[src/common/nocPkg.sv]
package nocPkg;

  localparam int numPorts = 5;

  typedef logic [2:0] flitIdT;

  localparam flitIdT idHeader = 3'd1;
  localparam flitIdT idBody   = 3'd2;
  localparam flitIdT idTail   = 3'd3;

  typedef logic [3:0]  coordT;
  typedef logic [11:0] lengthT;

  // One bit per port, in arbitration order
  typedef logic [4:0] portT;

  localparam portT dirLocal = 5'b00001;
  localparam portT dirNorth = 5'b00010;
  localparam portT dirEast  = 5'b00100;
  localparam portT dirWest  = 5'b01000;
  localparam portT dirSouth = 5'b10000;

  typedef struct packed {
    logic [7:0] reserved;
    logic [3:0] srcTag;
    coordT      destX;
    coordT      destY;
    lengthT     length;  // Counts every flit of the packet, header included
  } headerT;

  typedef struct packed {
    flitIdT      id;
    logic [31:0] data;
  } flitT;

  typedef enum logic [2:0] {
    idle  = 3'd0,
    holdL = 3'd1,
    holdN = 3'd2,
    holdE = 3'd3,
    holdW = 3'd4,
    holdS = 3'd5
  } arbStateT;

endpackage

[src/hw/inputPort/inputPort.sv]
`timescale 1ns/1ps

module inputPort
  import nocPkg::*;
#(
  parameter coordT localX    = 4'd0,
  parameter coordT localY    = 4'd0,
  parameter int    fifoDepth = 4
)
(
  input  logic clk,
  input  logic rst,
  input  flitT inFlit,
  input  logic inValid,
  output logic inReady,
  input  logic pop,
  output flitT headFlit,
  output logic headValid,
  output portT routeReq
);

  localparam int ptrW = (fifoDepth > 1) ? $clog2(fifoDepth) : 1;
  localparam int cntW = $clog2(fifoDepth + 1);

  flitT            mem [fifoDepth];
  logic [ptrW-1:0] wrPtr;
  logic [ptrW-1:0] rdPtr;
  logic [cntW-1:0] count;
  logic            push;
  logic            doPop;
  headerT          headHdr;
  portT            routeCalc;
  portT            routeReg;
  logic            routeValid;
  logic            routeLoad;

  assign inReady   = (count != cntW'(fifoDepth));
  assign push      = inValid && inReady;
  assign headValid = (count != '0);
  assign doPop     = pop && headValid;
  assign headFlit  = mem[rdPtr];

  always_ff @(posedge clk)
  begin
    if (push)
      mem[wrPtr] <= inFlit;
  end

  always_ff @(posedge clk)
  begin
    if (rst)
    begin
      wrPtr <= '0;
      rdPtr <= '0;
      count <= '0;
    end
    else
    begin
      if (push)
        wrPtr <= (wrPtr == ptrW'(fifoDepth - 1)) ? '0 : wrPtr + 1'b1;
      if (doPop)
        rdPtr <= (rdPtr == ptrW'(fifoDepth - 1)) ? '0 : rdPtr + 1'b1;
      count <= count + cntW'(push) - cntW'(doPop);
    end
  end

  assign headHdr = headerT'(headFlit.data);

  // X first, then Y
  always_comb
  begin
    if (headHdr.destX > localX)
      routeCalc = dirEast;
    else if (headHdr.destX < localX)
      routeCalc = dirWest;
    else if (headHdr.destY > localY)
      routeCalc = dirNorth;
    else if (headHdr.destY < localY)
      routeCalc = dirSouth;
    else
      routeCalc = dirLocal;
  end

  assign routeLoad = headValid && !routeValid && (headFlit.id == idHeader);

  always_ff @(posedge clk)
  begin
    if (rst)
      routeValid <= 1'b0;
    else if (doPop && headFlit.id == idTail)
      routeValid <= 1'b0;  // Route is released with the tail
    else if (routeLoad)
      routeValid <= 1'b1;
  end

  always_ff @(posedge clk)
  begin
    if (routeLoad)
      routeReg <= routeCalc;
  end

  assign routeReq = (headValid && routeValid) ? routeReg : '0;

  popNotEmpty: assert property (@(posedge clk) disable iff (rst) pop |-> headValid)
    else $error("inputPort popped while the FIFO is empty");

endmodule

[src/hw/switchArbiter/packetTimer.sv]
`timescale 1ns/1ps

module packetTimer
  import nocPkg::*;
(
  input  logic clk,
  input  logic rst,
  input  flitT headFlit,
  input  logic held,
  input  logic advance,
  output logic timesUp
);

  headerT hdr;
  lengthT count;
  lengthT limit;

  assign hdr = headerT'(headFlit.data);

  always_ff @(posedge clk)
  begin
    if (rst)
    begin
      count <= '0;
      limit <= '0;
    end
    else
    begin
      if (advance && headFlit.id == idHeader)
        limit <= hdr.length;
      if (!held)
        count <= '0;  // Restarts on every new or renewed grant
      else if (advance)
        count <= count + 1'b1;
    end
  end

  // A zero count never expires, so a stale limit cannot block a fresh holder
  assign timesUp = (count != '0) && (count == limit);

endmodule

[src/hw/switchArbiter/switchArbiter.sv]
`timescale 1ns/1ps

module switchArbiter
  import nocPkg::*;
(
  input  logic clk,
  input  logic rst,
  input  portT req,
  input  flitT headFlit [numPorts],
  input  logic outReady,
  output portT grant
);

  arbStateT   state;
  arbStateT   nextState;
  portT       holdVec;
  logic [2:0] holdIdx;
  portT       timesUp;
  portT       held;
  portT       advance;

  // First requester after port last, wrapping around to last itself
  function automatic arbStateT pickNext(portT reqs, logic [2:0] last);
    arbStateT    pick;
    int unsigned idx;
    pick = idle;
    for (int k = numPorts; k >= 1; k--)
    begin
      idx = (int'(last) + k) % numPorts;
      if (reqs[idx])
        pick = arbStateT'(idx + 1);  // Nearest requester is written last
    end
    return pick;
  endfunction

  always_comb
  begin
    holdVec = '0;
    holdIdx = 3'(numPorts - 1);  // From idle the scan starts at Local
    if (state != idle)
    begin
      holdIdx = 3'(state) - 3'd1;
      holdVec[holdIdx] = 1'b1;
    end
  end

  always_comb
  begin
    if (state != idle && req[holdIdx] && !timesUp[holdIdx])
      nextState = state;
    else
      nextState = pickNext(req, holdIdx);
  end

  always_ff @(posedge clk)
  begin
    if (rst)
      state <= idle;
    else
      state <= nextState;
  end

  // An expired holder sits out one cycle while its count clears
  assign held    = holdVec & ~timesUp;
  assign grant   = held & req;
  assign advance = grant & req & {numPorts{outReady}};

  for (genvar i = 0; i < numPorts; i++)
  begin : gTimer
    packetTimer uTimer (
      .clk      (clk),
      .rst      (rst),
      .headFlit (headFlit[i]),
      .held     (held[i]),
      .advance  (advance[i]),
      .timesUp  (timesUp[i])
    );
  end

  grantOneHot: assert property (@(posedge clk) disable iff (rst) $onehot0(grant))
    else $error("switchArbiter grant is not one-hot");

  // The registered state may only move to an input that requested in the cycle before
  grantRiseReq: assert property (@(posedge clk) disable iff (rst)
    ((grant & ~$past(grant) & ~$past(req)) == '0))
    else $error("switchArbiter granted an input that is not requesting");

endmodule

[src/hw/crossbar.sv]
`timescale 1ns/1ps

module crossbar
  import nocPkg::*;
(
  input  portT grant     [numPorts],
  input  flitT headFlit  [numPorts],
  input  logic headValid [numPorts],
  input  logic outReady  [numPorts],
  output flitT outFlit   [numPorts],
  output logic outValid  [numPorts],
  output logic pop       [numPorts]
);

  // grant[o][i] means input i holds output o
  always_comb
  begin
    for (int o = 0; o < numPorts; o++)
    begin
      outFlit[o]  = '0;
      outValid[o] = 1'b0;
      for (int i = 0; i < numPorts; i++)
      begin
        if (grant[o][i])
        begin
          outFlit[o]  = headFlit[i];
          outValid[o] = headValid[i];
        end
      end
    end
  end

  always_comb
  begin
    for (int i = 0; i < numPorts; i++)
    begin
      pop[i] = 1'b0;
      for (int o = 0; o < numPorts; o++)
      begin
        if (grant[o][i] && outReady[o])
          pop[i] = headValid[i];
      end
    end
  end

endmodule

[src/hw/meshRouter.sv]
`timescale 1ns/1ps

module meshRouter
  import nocPkg::*;
#(
  parameter coordT localX    = 4'd0,
  parameter coordT localY    = 4'd0,
  parameter int    fifoDepth = 4
)
(
  input  logic clk,
  input  logic rst,
  input  flitT inFlit   [numPorts],
  input  logic inValid  [numPorts],
  output logic inReady  [numPorts],
  output flitT outFlit  [numPorts],
  output logic outValid [numPorts],
  input  logic outReady [numPorts]
);

  flitT headFlit  [numPorts];
  logic headValid [numPorts];
  portT routeReq  [numPorts];
  portT arbReq    [numPorts];
  portT grant     [numPorts];
  logic pop       [numPorts];

  for (genvar i = 0; i < numPorts; i++)
  begin : gInput
    inputPort #(
      .localX    (localX),
      .localY    (localY),
      .fifoDepth (fifoDepth)
    ) uInputPort (
      .clk       (clk),
      .rst       (rst),
      .inFlit    (inFlit[i]),
      .inValid   (inValid[i]),
      .inReady   (inReady[i]),
      .pop       (pop[i]),
      .headFlit  (headFlit[i]),
      .headValid (headValid[i]),
      .routeReq  (routeReq[i])
    );
  end

  // Arbiter o sees bit o of every input's request
  for (genvar o = 0; o < numPorts; o++)
  begin : gOutput
    for (genvar i = 0; i < numPorts; i++)
    begin : gReq
      assign arbReq[o][i] = routeReq[i][o];
    end

    switchArbiter uArbiter (
      .clk      (clk),
      .rst      (rst),
      .req      (arbReq[o]),
      .headFlit (headFlit),
      .outReady (outReady[o]),
      .grant    (grant[o])
    );
  end

  crossbar uCrossbar (
    .grant     (grant),
    .headFlit  (headFlit),
    .headValid (headValid),
    .outReady  (outReady),
    .outFlit   (outFlit),
    .outValid  (outValid),
    .pop       (pop)
  );

endmodule

[config.mk]
export PLATFORM = sky130hd
export DESIGN_NAME = meshRouter
export DESIGN_NICKNAME = d
export VERILOG_FILES = /design/src/common/nocPkg.sv /design/src/hw/inputPort/inputPort.sv /design/src/hw/switchArbiter/packetTimer.sv /design/src/hw/switchArbiter/switchArbiter.sv /design/src/hw/crossbar.sv /design/src/hw/meshRouter.sv
export SDC_FILE = /design/constraint.sdc
export NUM_CORES = 2
export LEC_CHECK = 0
export ABC_AREA = 1
export BUFFER_PORTS_ARGS = -buffer_cell sky130_fd_sc_hd__buf_2
export CORE_UTILIZATION = 44
export CTS_BUF_LIST = sky130_fd_sc_hd__clkbuf_8 sky130_fd_sc_hd__clkbuf_16
export DETAILED_ROUTE_END_ITERATION = 8
export RECOVER_POWER = 100
export SETUP_SLACK_MARGIN = 0.05
export SYNTH_ARGS = -nofsm -noshare
export SYNTH_HDL_FRONTEND = slang
export SYNTH_SLANG_ARGS = --single-unit
[constraint.sdc]
create_clock -name clk -period 11.22 [get_ports clk]
set_input_delay 2.244 -clock clk [delete_from_list [all_inputs] [get_ports clk]]
set_output_delay 2.244 -clock clk [all_outputs]
set_load 0.01 [all_outputs]
==> metrics.yaml <==
worst_ep_required_time_ns: 8.98
finalCoreUtilization: 0.493
unrepaired_setup_endpoints_after_global_routing: "false"
globalRoute.busiestLayer: "met2"
grt_pass1_vias: 40526
syn-mean-instance-area_um2: 9.34
port_buffers: 297
power.internal_mw: 8.79
grt_util_met2: 0.417
pwr-share-clk: 0.266
layout_worst_path_cycle_share: 0.844
net-switching-power_mw: 5.54
timing.final.hold_violations: 0
final_max_slew_viol_count: 1142
gr-usage-all-layers: 0.265
synth_sequential_area_ratio: 0.545
place_ws_ns: 4.07
path_clk_slew_ns: 0.06
failed_checks: "max-capacitance violations, max-slew violations"
floorplan.rows: 129
area_growth_syn_to_fin_pct: 11.1
period_minus_slack_ns: 9.47
ys_seq_elements: 1134
ys_top_cells_by_area: "sky130_fd_sc_hd__edfxtp_1 (39%), sky130_fd_sc_hd__dfxtp_1 (15%), sky130_fd_sc_hd__nand2_1 (6.8%)"
floorplan.core_area_mm2: 0.124
grt-ovfl-total: 0
fp.dieArea_mm2: 0.126
netlist.top_cell.by_area: "sky130_fd_sc_hd__edfxtp_1"
critical_path.startpoint_type: "flip-flop"
routabilityCongestion: 0.937
final.setup.tns_ns: 0
start_util: 0.443
detail_route.wirelength_um: 170000
static-leakage-power_nw: 22.8
upper_clock_frequency_limit_mhz: 106
synth_cell_types: 71
hold_path.class: "reg2reg"
post-route-drc-count: 0
final-instance-count-excl-fill: 7836
cp.arrival_ns: 7.22
post_drt_wl_per_cell_um: 21.7
seq_power_share: 0.335
cell_area_synth_mm2: 0.0548
power.combinational.fraction: 0.399
dominantRegCellSynth: "sky130_fd_sc_hd__edfxtp_1"
finish.instance_area_mm2: 0.0609
critical-path-slowest-cell: "sky130_fd_sc_hd__clkbuf_1"
antenna_violations_before_repair: 18
final_ant_viol_nets: 0
ordered_cell_list_for_the_critical_path: "clkbuf_1, inv_2, buf_4, nand2_1, a32oi_1, a221oi_1, o221ai_1, clkbuf_1"
synthesis.instances: 5868
numPlacedInstances: 7617
clockRootBuffer: "sky130_fd_sc_hd__clkbuf_16"
synth_top_area_frac: 0.392
post_cts_hold_buffer_count: 0
wire_length_of_the_first_global_routing_pass_um: 253000
global_route.usage.met3: 0.0736
postCtsSetupBuffers: 0
yosys_warnings: 0
design.portCount: 372
postSynth.asyncResetShare: 0
chipWidth_um: 355
drive_gt1_frac: 0.0632
timing.max_slew.rel_slack: -1.31
synth_edf_count: 715
setup_viol: 0
post_drt_via_cell_ratio: 5.58
numCtsBuffers: 114
clkSinkCount: 1134
global_route.usage.met1: 0.340
critPathMaxFanout: 71
grt_start_max_net_pins: 166
cpPeakStageDelay_ns: 2.42
max_cap_viol_count: 31
worst-slew-pin-transition_ns: 3.47
cts_max_level: 3
clk-insertion-delay-late_ns: 0.74
vias: 43710
placedInstanceArea_mm2: 0.0577
chipHeight_um: 355
status: "finished, violations left"
finalWorstSetupSlack_ns: 1.75
cts_tree: "yes"
fillCellCount: 11676
final_net_count: 6432
dp_hpwl_um: 121000
clock_skew_ns: 0.0569
power.density_cell_area_mw_per_mm2: 235
endpoint_kind: "output port"
cts_resized: 0
drt_pass1_iterations: 8
clock_path_buffers: 3
power.ir.vdd_worst_mv: 0.230
drt_iter0_markers: 3979
cp_common_cell: "sky130_fd_sc_hd__clkbuf_1"
crit_type: "reg2out"
swShare: 0.386
layer usage:
layer  routed length, µm  up-vias
li1                    -    20785
met1               69500    20870
met2               76400     1661
met3               16300      378
met4                8060       16
met5                 109        -
cells in the mapped netlist (5+ instances only):
| cell type | count |
|---|---|
| sky130_fd_sc_hd__a211oi_1 | 22 |
| sky130_fd_sc_hd__a21oi_1 | 462 |
| sky130_fd_sc_hd__a221oi_1 | 68 |
| sky130_fd_sc_hd__a31oi_1 | 6 |
| sky130_fd_sc_hd__a32o_1 | 33 |
| sky130_fd_sc_hd__a32oi_1 | 80 |
| sky130_fd_sc_hd__buf_1 | 9 |
| sky130_fd_sc_hd__buf_2 | 50 |
| sky130_fd_sc_hd__buf_4 | 81 |
| sky130_fd_sc_hd__clkbuf_1 | 173 |
| sky130_fd_sc_hd__clkinv_1 | 11 |
| sky130_fd_sc_hd__dfxtp_1 | 419 |
| sky130_fd_sc_hd__edfxtp_1 | 715 |
| sky130_fd_sc_hd__fa_1 | 5 |
| sky130_fd_sc_hd__ha_1 | 143 |
| sky130_fd_sc_hd__inv_1 | 545 |
| sky130_fd_sc_hd__inv_2 | 27 |
| sky130_fd_sc_hd__nand2_1 | 993 |
| sky130_fd_sc_hd__nand2_2 | 27 |
| sky130_fd_sc_hd__nand2_4 | 9 |
| sky130_fd_sc_hd__nand3_1 | 219 |
| sky130_fd_sc_hd__nand3_2 | 9 |
| sky130_fd_sc_hd__nand3b_1 | 7 |
| sky130_fd_sc_hd__nand4_1 | 87 |
| sky130_fd_sc_hd__nor2_1 | 509 |
| sky130_fd_sc_hd__nor2_2 | 21 |
| sky130_fd_sc_hd__nor2_4 | 10 |
| sky130_fd_sc_hd__nor3_1 | 94 |
| sky130_fd_sc_hd__nor3b_1 | 18 |
| sky130_fd_sc_hd__nor4_1 | 45 |
| sky130_fd_sc_hd__o211a_1 | 5 |
| sky130_fd_sc_hd__o211ai_1 | 59 |
| sky130_fd_sc_hd__o21ai_0 | 492 |
| sky130_fd_sc_hd__o21ai_1 | 11 |
| sky130_fd_sc_hd__o221ai_1 | 41 |
| sky130_fd_sc_hd__o22ai_1 | 78 |
| sky130_fd_sc_hd__or2_1 | 7 |
| sky130_fd_sc_hd__or2_2 | 38 |
| sky130_fd_sc_hd__xnor2_1 | 60 |
| sky130_fd_sc_hd__xor2_1 | 130 |
worst max-delay path: cells and delay by family (launching register included):
family | cells | cell delay [ns]
flip-flops | 1 | 0.31
AO/OA/AOI/OAI | 3 | 1.66
AND/OR/NAND/NOR | 1 | 0.11
buffers and inverters | 4 | 4.34
final cells by class:
type                    count  area, µm²  area share
clock inverters            81        686      0.0113
inverters                 584       2200      0.0360
clock buffers             129       3090      0.0508
multi-input cells        3904      21500       0.354
well taps                1637       2050      0.0336
flip-flops and latches   1134      29900       0.490
repair buffers            359       1470      0.0242
diodes                      8       20.0    0.000329
through the flow:
step | hold WS, ns | power [mW]
2_1_floorplan | 0.439 | 9.33
3_3_place_gp | 0.450 | 10.4
3_5_place_dp | 0.451 | 10.6
4_1_cts | 0.460 | 14.4
5_1_grt | 0.490 | 15.4
6_report | 0.459 | 14.3
power by group through the flow:
stage / Clock (mW) / Combinational [mW] / Sequential (mW)
finish: 3.81 / 5.72 / 4.80
global route: 4.02 / 6.52 / 4.82
CTS: 3.86 / 5.75 / 4.78
detailed placement: 0 / 5.72 / 4.87
global placement: 0 / 5.58 / 4.86
floorplan: 0 / 4.47 / 4.86
flip-flops by register name, indices dropped and copies added (netlist names), named ones only:
name,cells
gOutput.uArbiter.gTimer.uTimer.limit,180
gInput.uInputPort.routeValid,5
gOutput.uArbiter.gTimer.uTimer.count,180
gOutput.uArbiter.state,9
gInput.uInputPort.mem,700
gInput.uInputPort.rdPtr,10
gInput.uInputPort.routeReg,15
gInput.uInputPort.wrPtr,10
gInput.uInputPort.count,15
path summary, 6_finish.rpt:
kind | start | endpoint | slack (ns) | cells after the start
worst max-delay path | flip-flop | outFlit[109] | 1.75 | 8
worst min-delay path | gOutput[0].uArbiter.gTimer[2].uTimer.count[9] | gOutput[0].uArbiter.gTimer[2].uTimer.count[9] | 0.46 | 2
worst max register to register | gOutput[2].uArbiter.state[0] | gInput[3].uInputPort.count[2] | 2.62 | 18
worst min register to register | gOutput[0].uArbiter.gTimer[2].uTimer.count[9] | gOutput[0].uArbiter.gTimer[2].uTimer.count[9] | 0.46 | 2
cells by family after synthesis:
logic type | after synthesis | synth area share
flip-flops | 1134 | 0.545
other | 1 | 0.0000684
AND/OR/NAND/NOR | 2108 | 0.169
XOR/XNOR | 197 | 0.0329
adder cells (fa/ha/maj) | 148 | 0.0345
buffers and inverters | 901 | 0.0691
AO/OA/AOI/OAI | 1379 | 0.150
cells in the final DEF, fill, tap and decap left out, types with 59 or more instances in the layout:
cell / instances
sky130_fd_sc_hd__o22ai_1: 78
sky130_fd_sc_hd__ha_1: 143
sky130_fd_sc_hd__a21oi_1: 464
sky130_fd_sc_hd__dfxtp_1: 415
sky130_fd_sc_hd__nor2_1: 496
sky130_fd_sc_hd__xnor2_1: 60
sky130_fd_sc_hd__inv_1: 563
sky130_fd_sc_hd__nand3_1: 219
sky130_fd_sc_hd__a32oi_1: 80
sky130_fd_sc_hd__nor3_1: 96
sky130_fd_sc_hd__o21ai_0: 492
sky130_fd_sc_hd__nand4_1: 87
sky130_fd_sc_hd__nand2_1: 994
sky130_fd_sc_hd__clkbuf_1: 323
sky130_fd_sc_hd__edfxtp_1: 715
sky130_fd_sc_hd__conb_1: 72
sky130_fd_sc_hd__xor2_1: 130
sky130_fd_sc_hd__o211ai_1: 59
sky130_fd_sc_hd__a221oi_1: 68
sky130_fd_sc_hd__clkbuf_16: 117
Power figures use the tool's default switching activity.
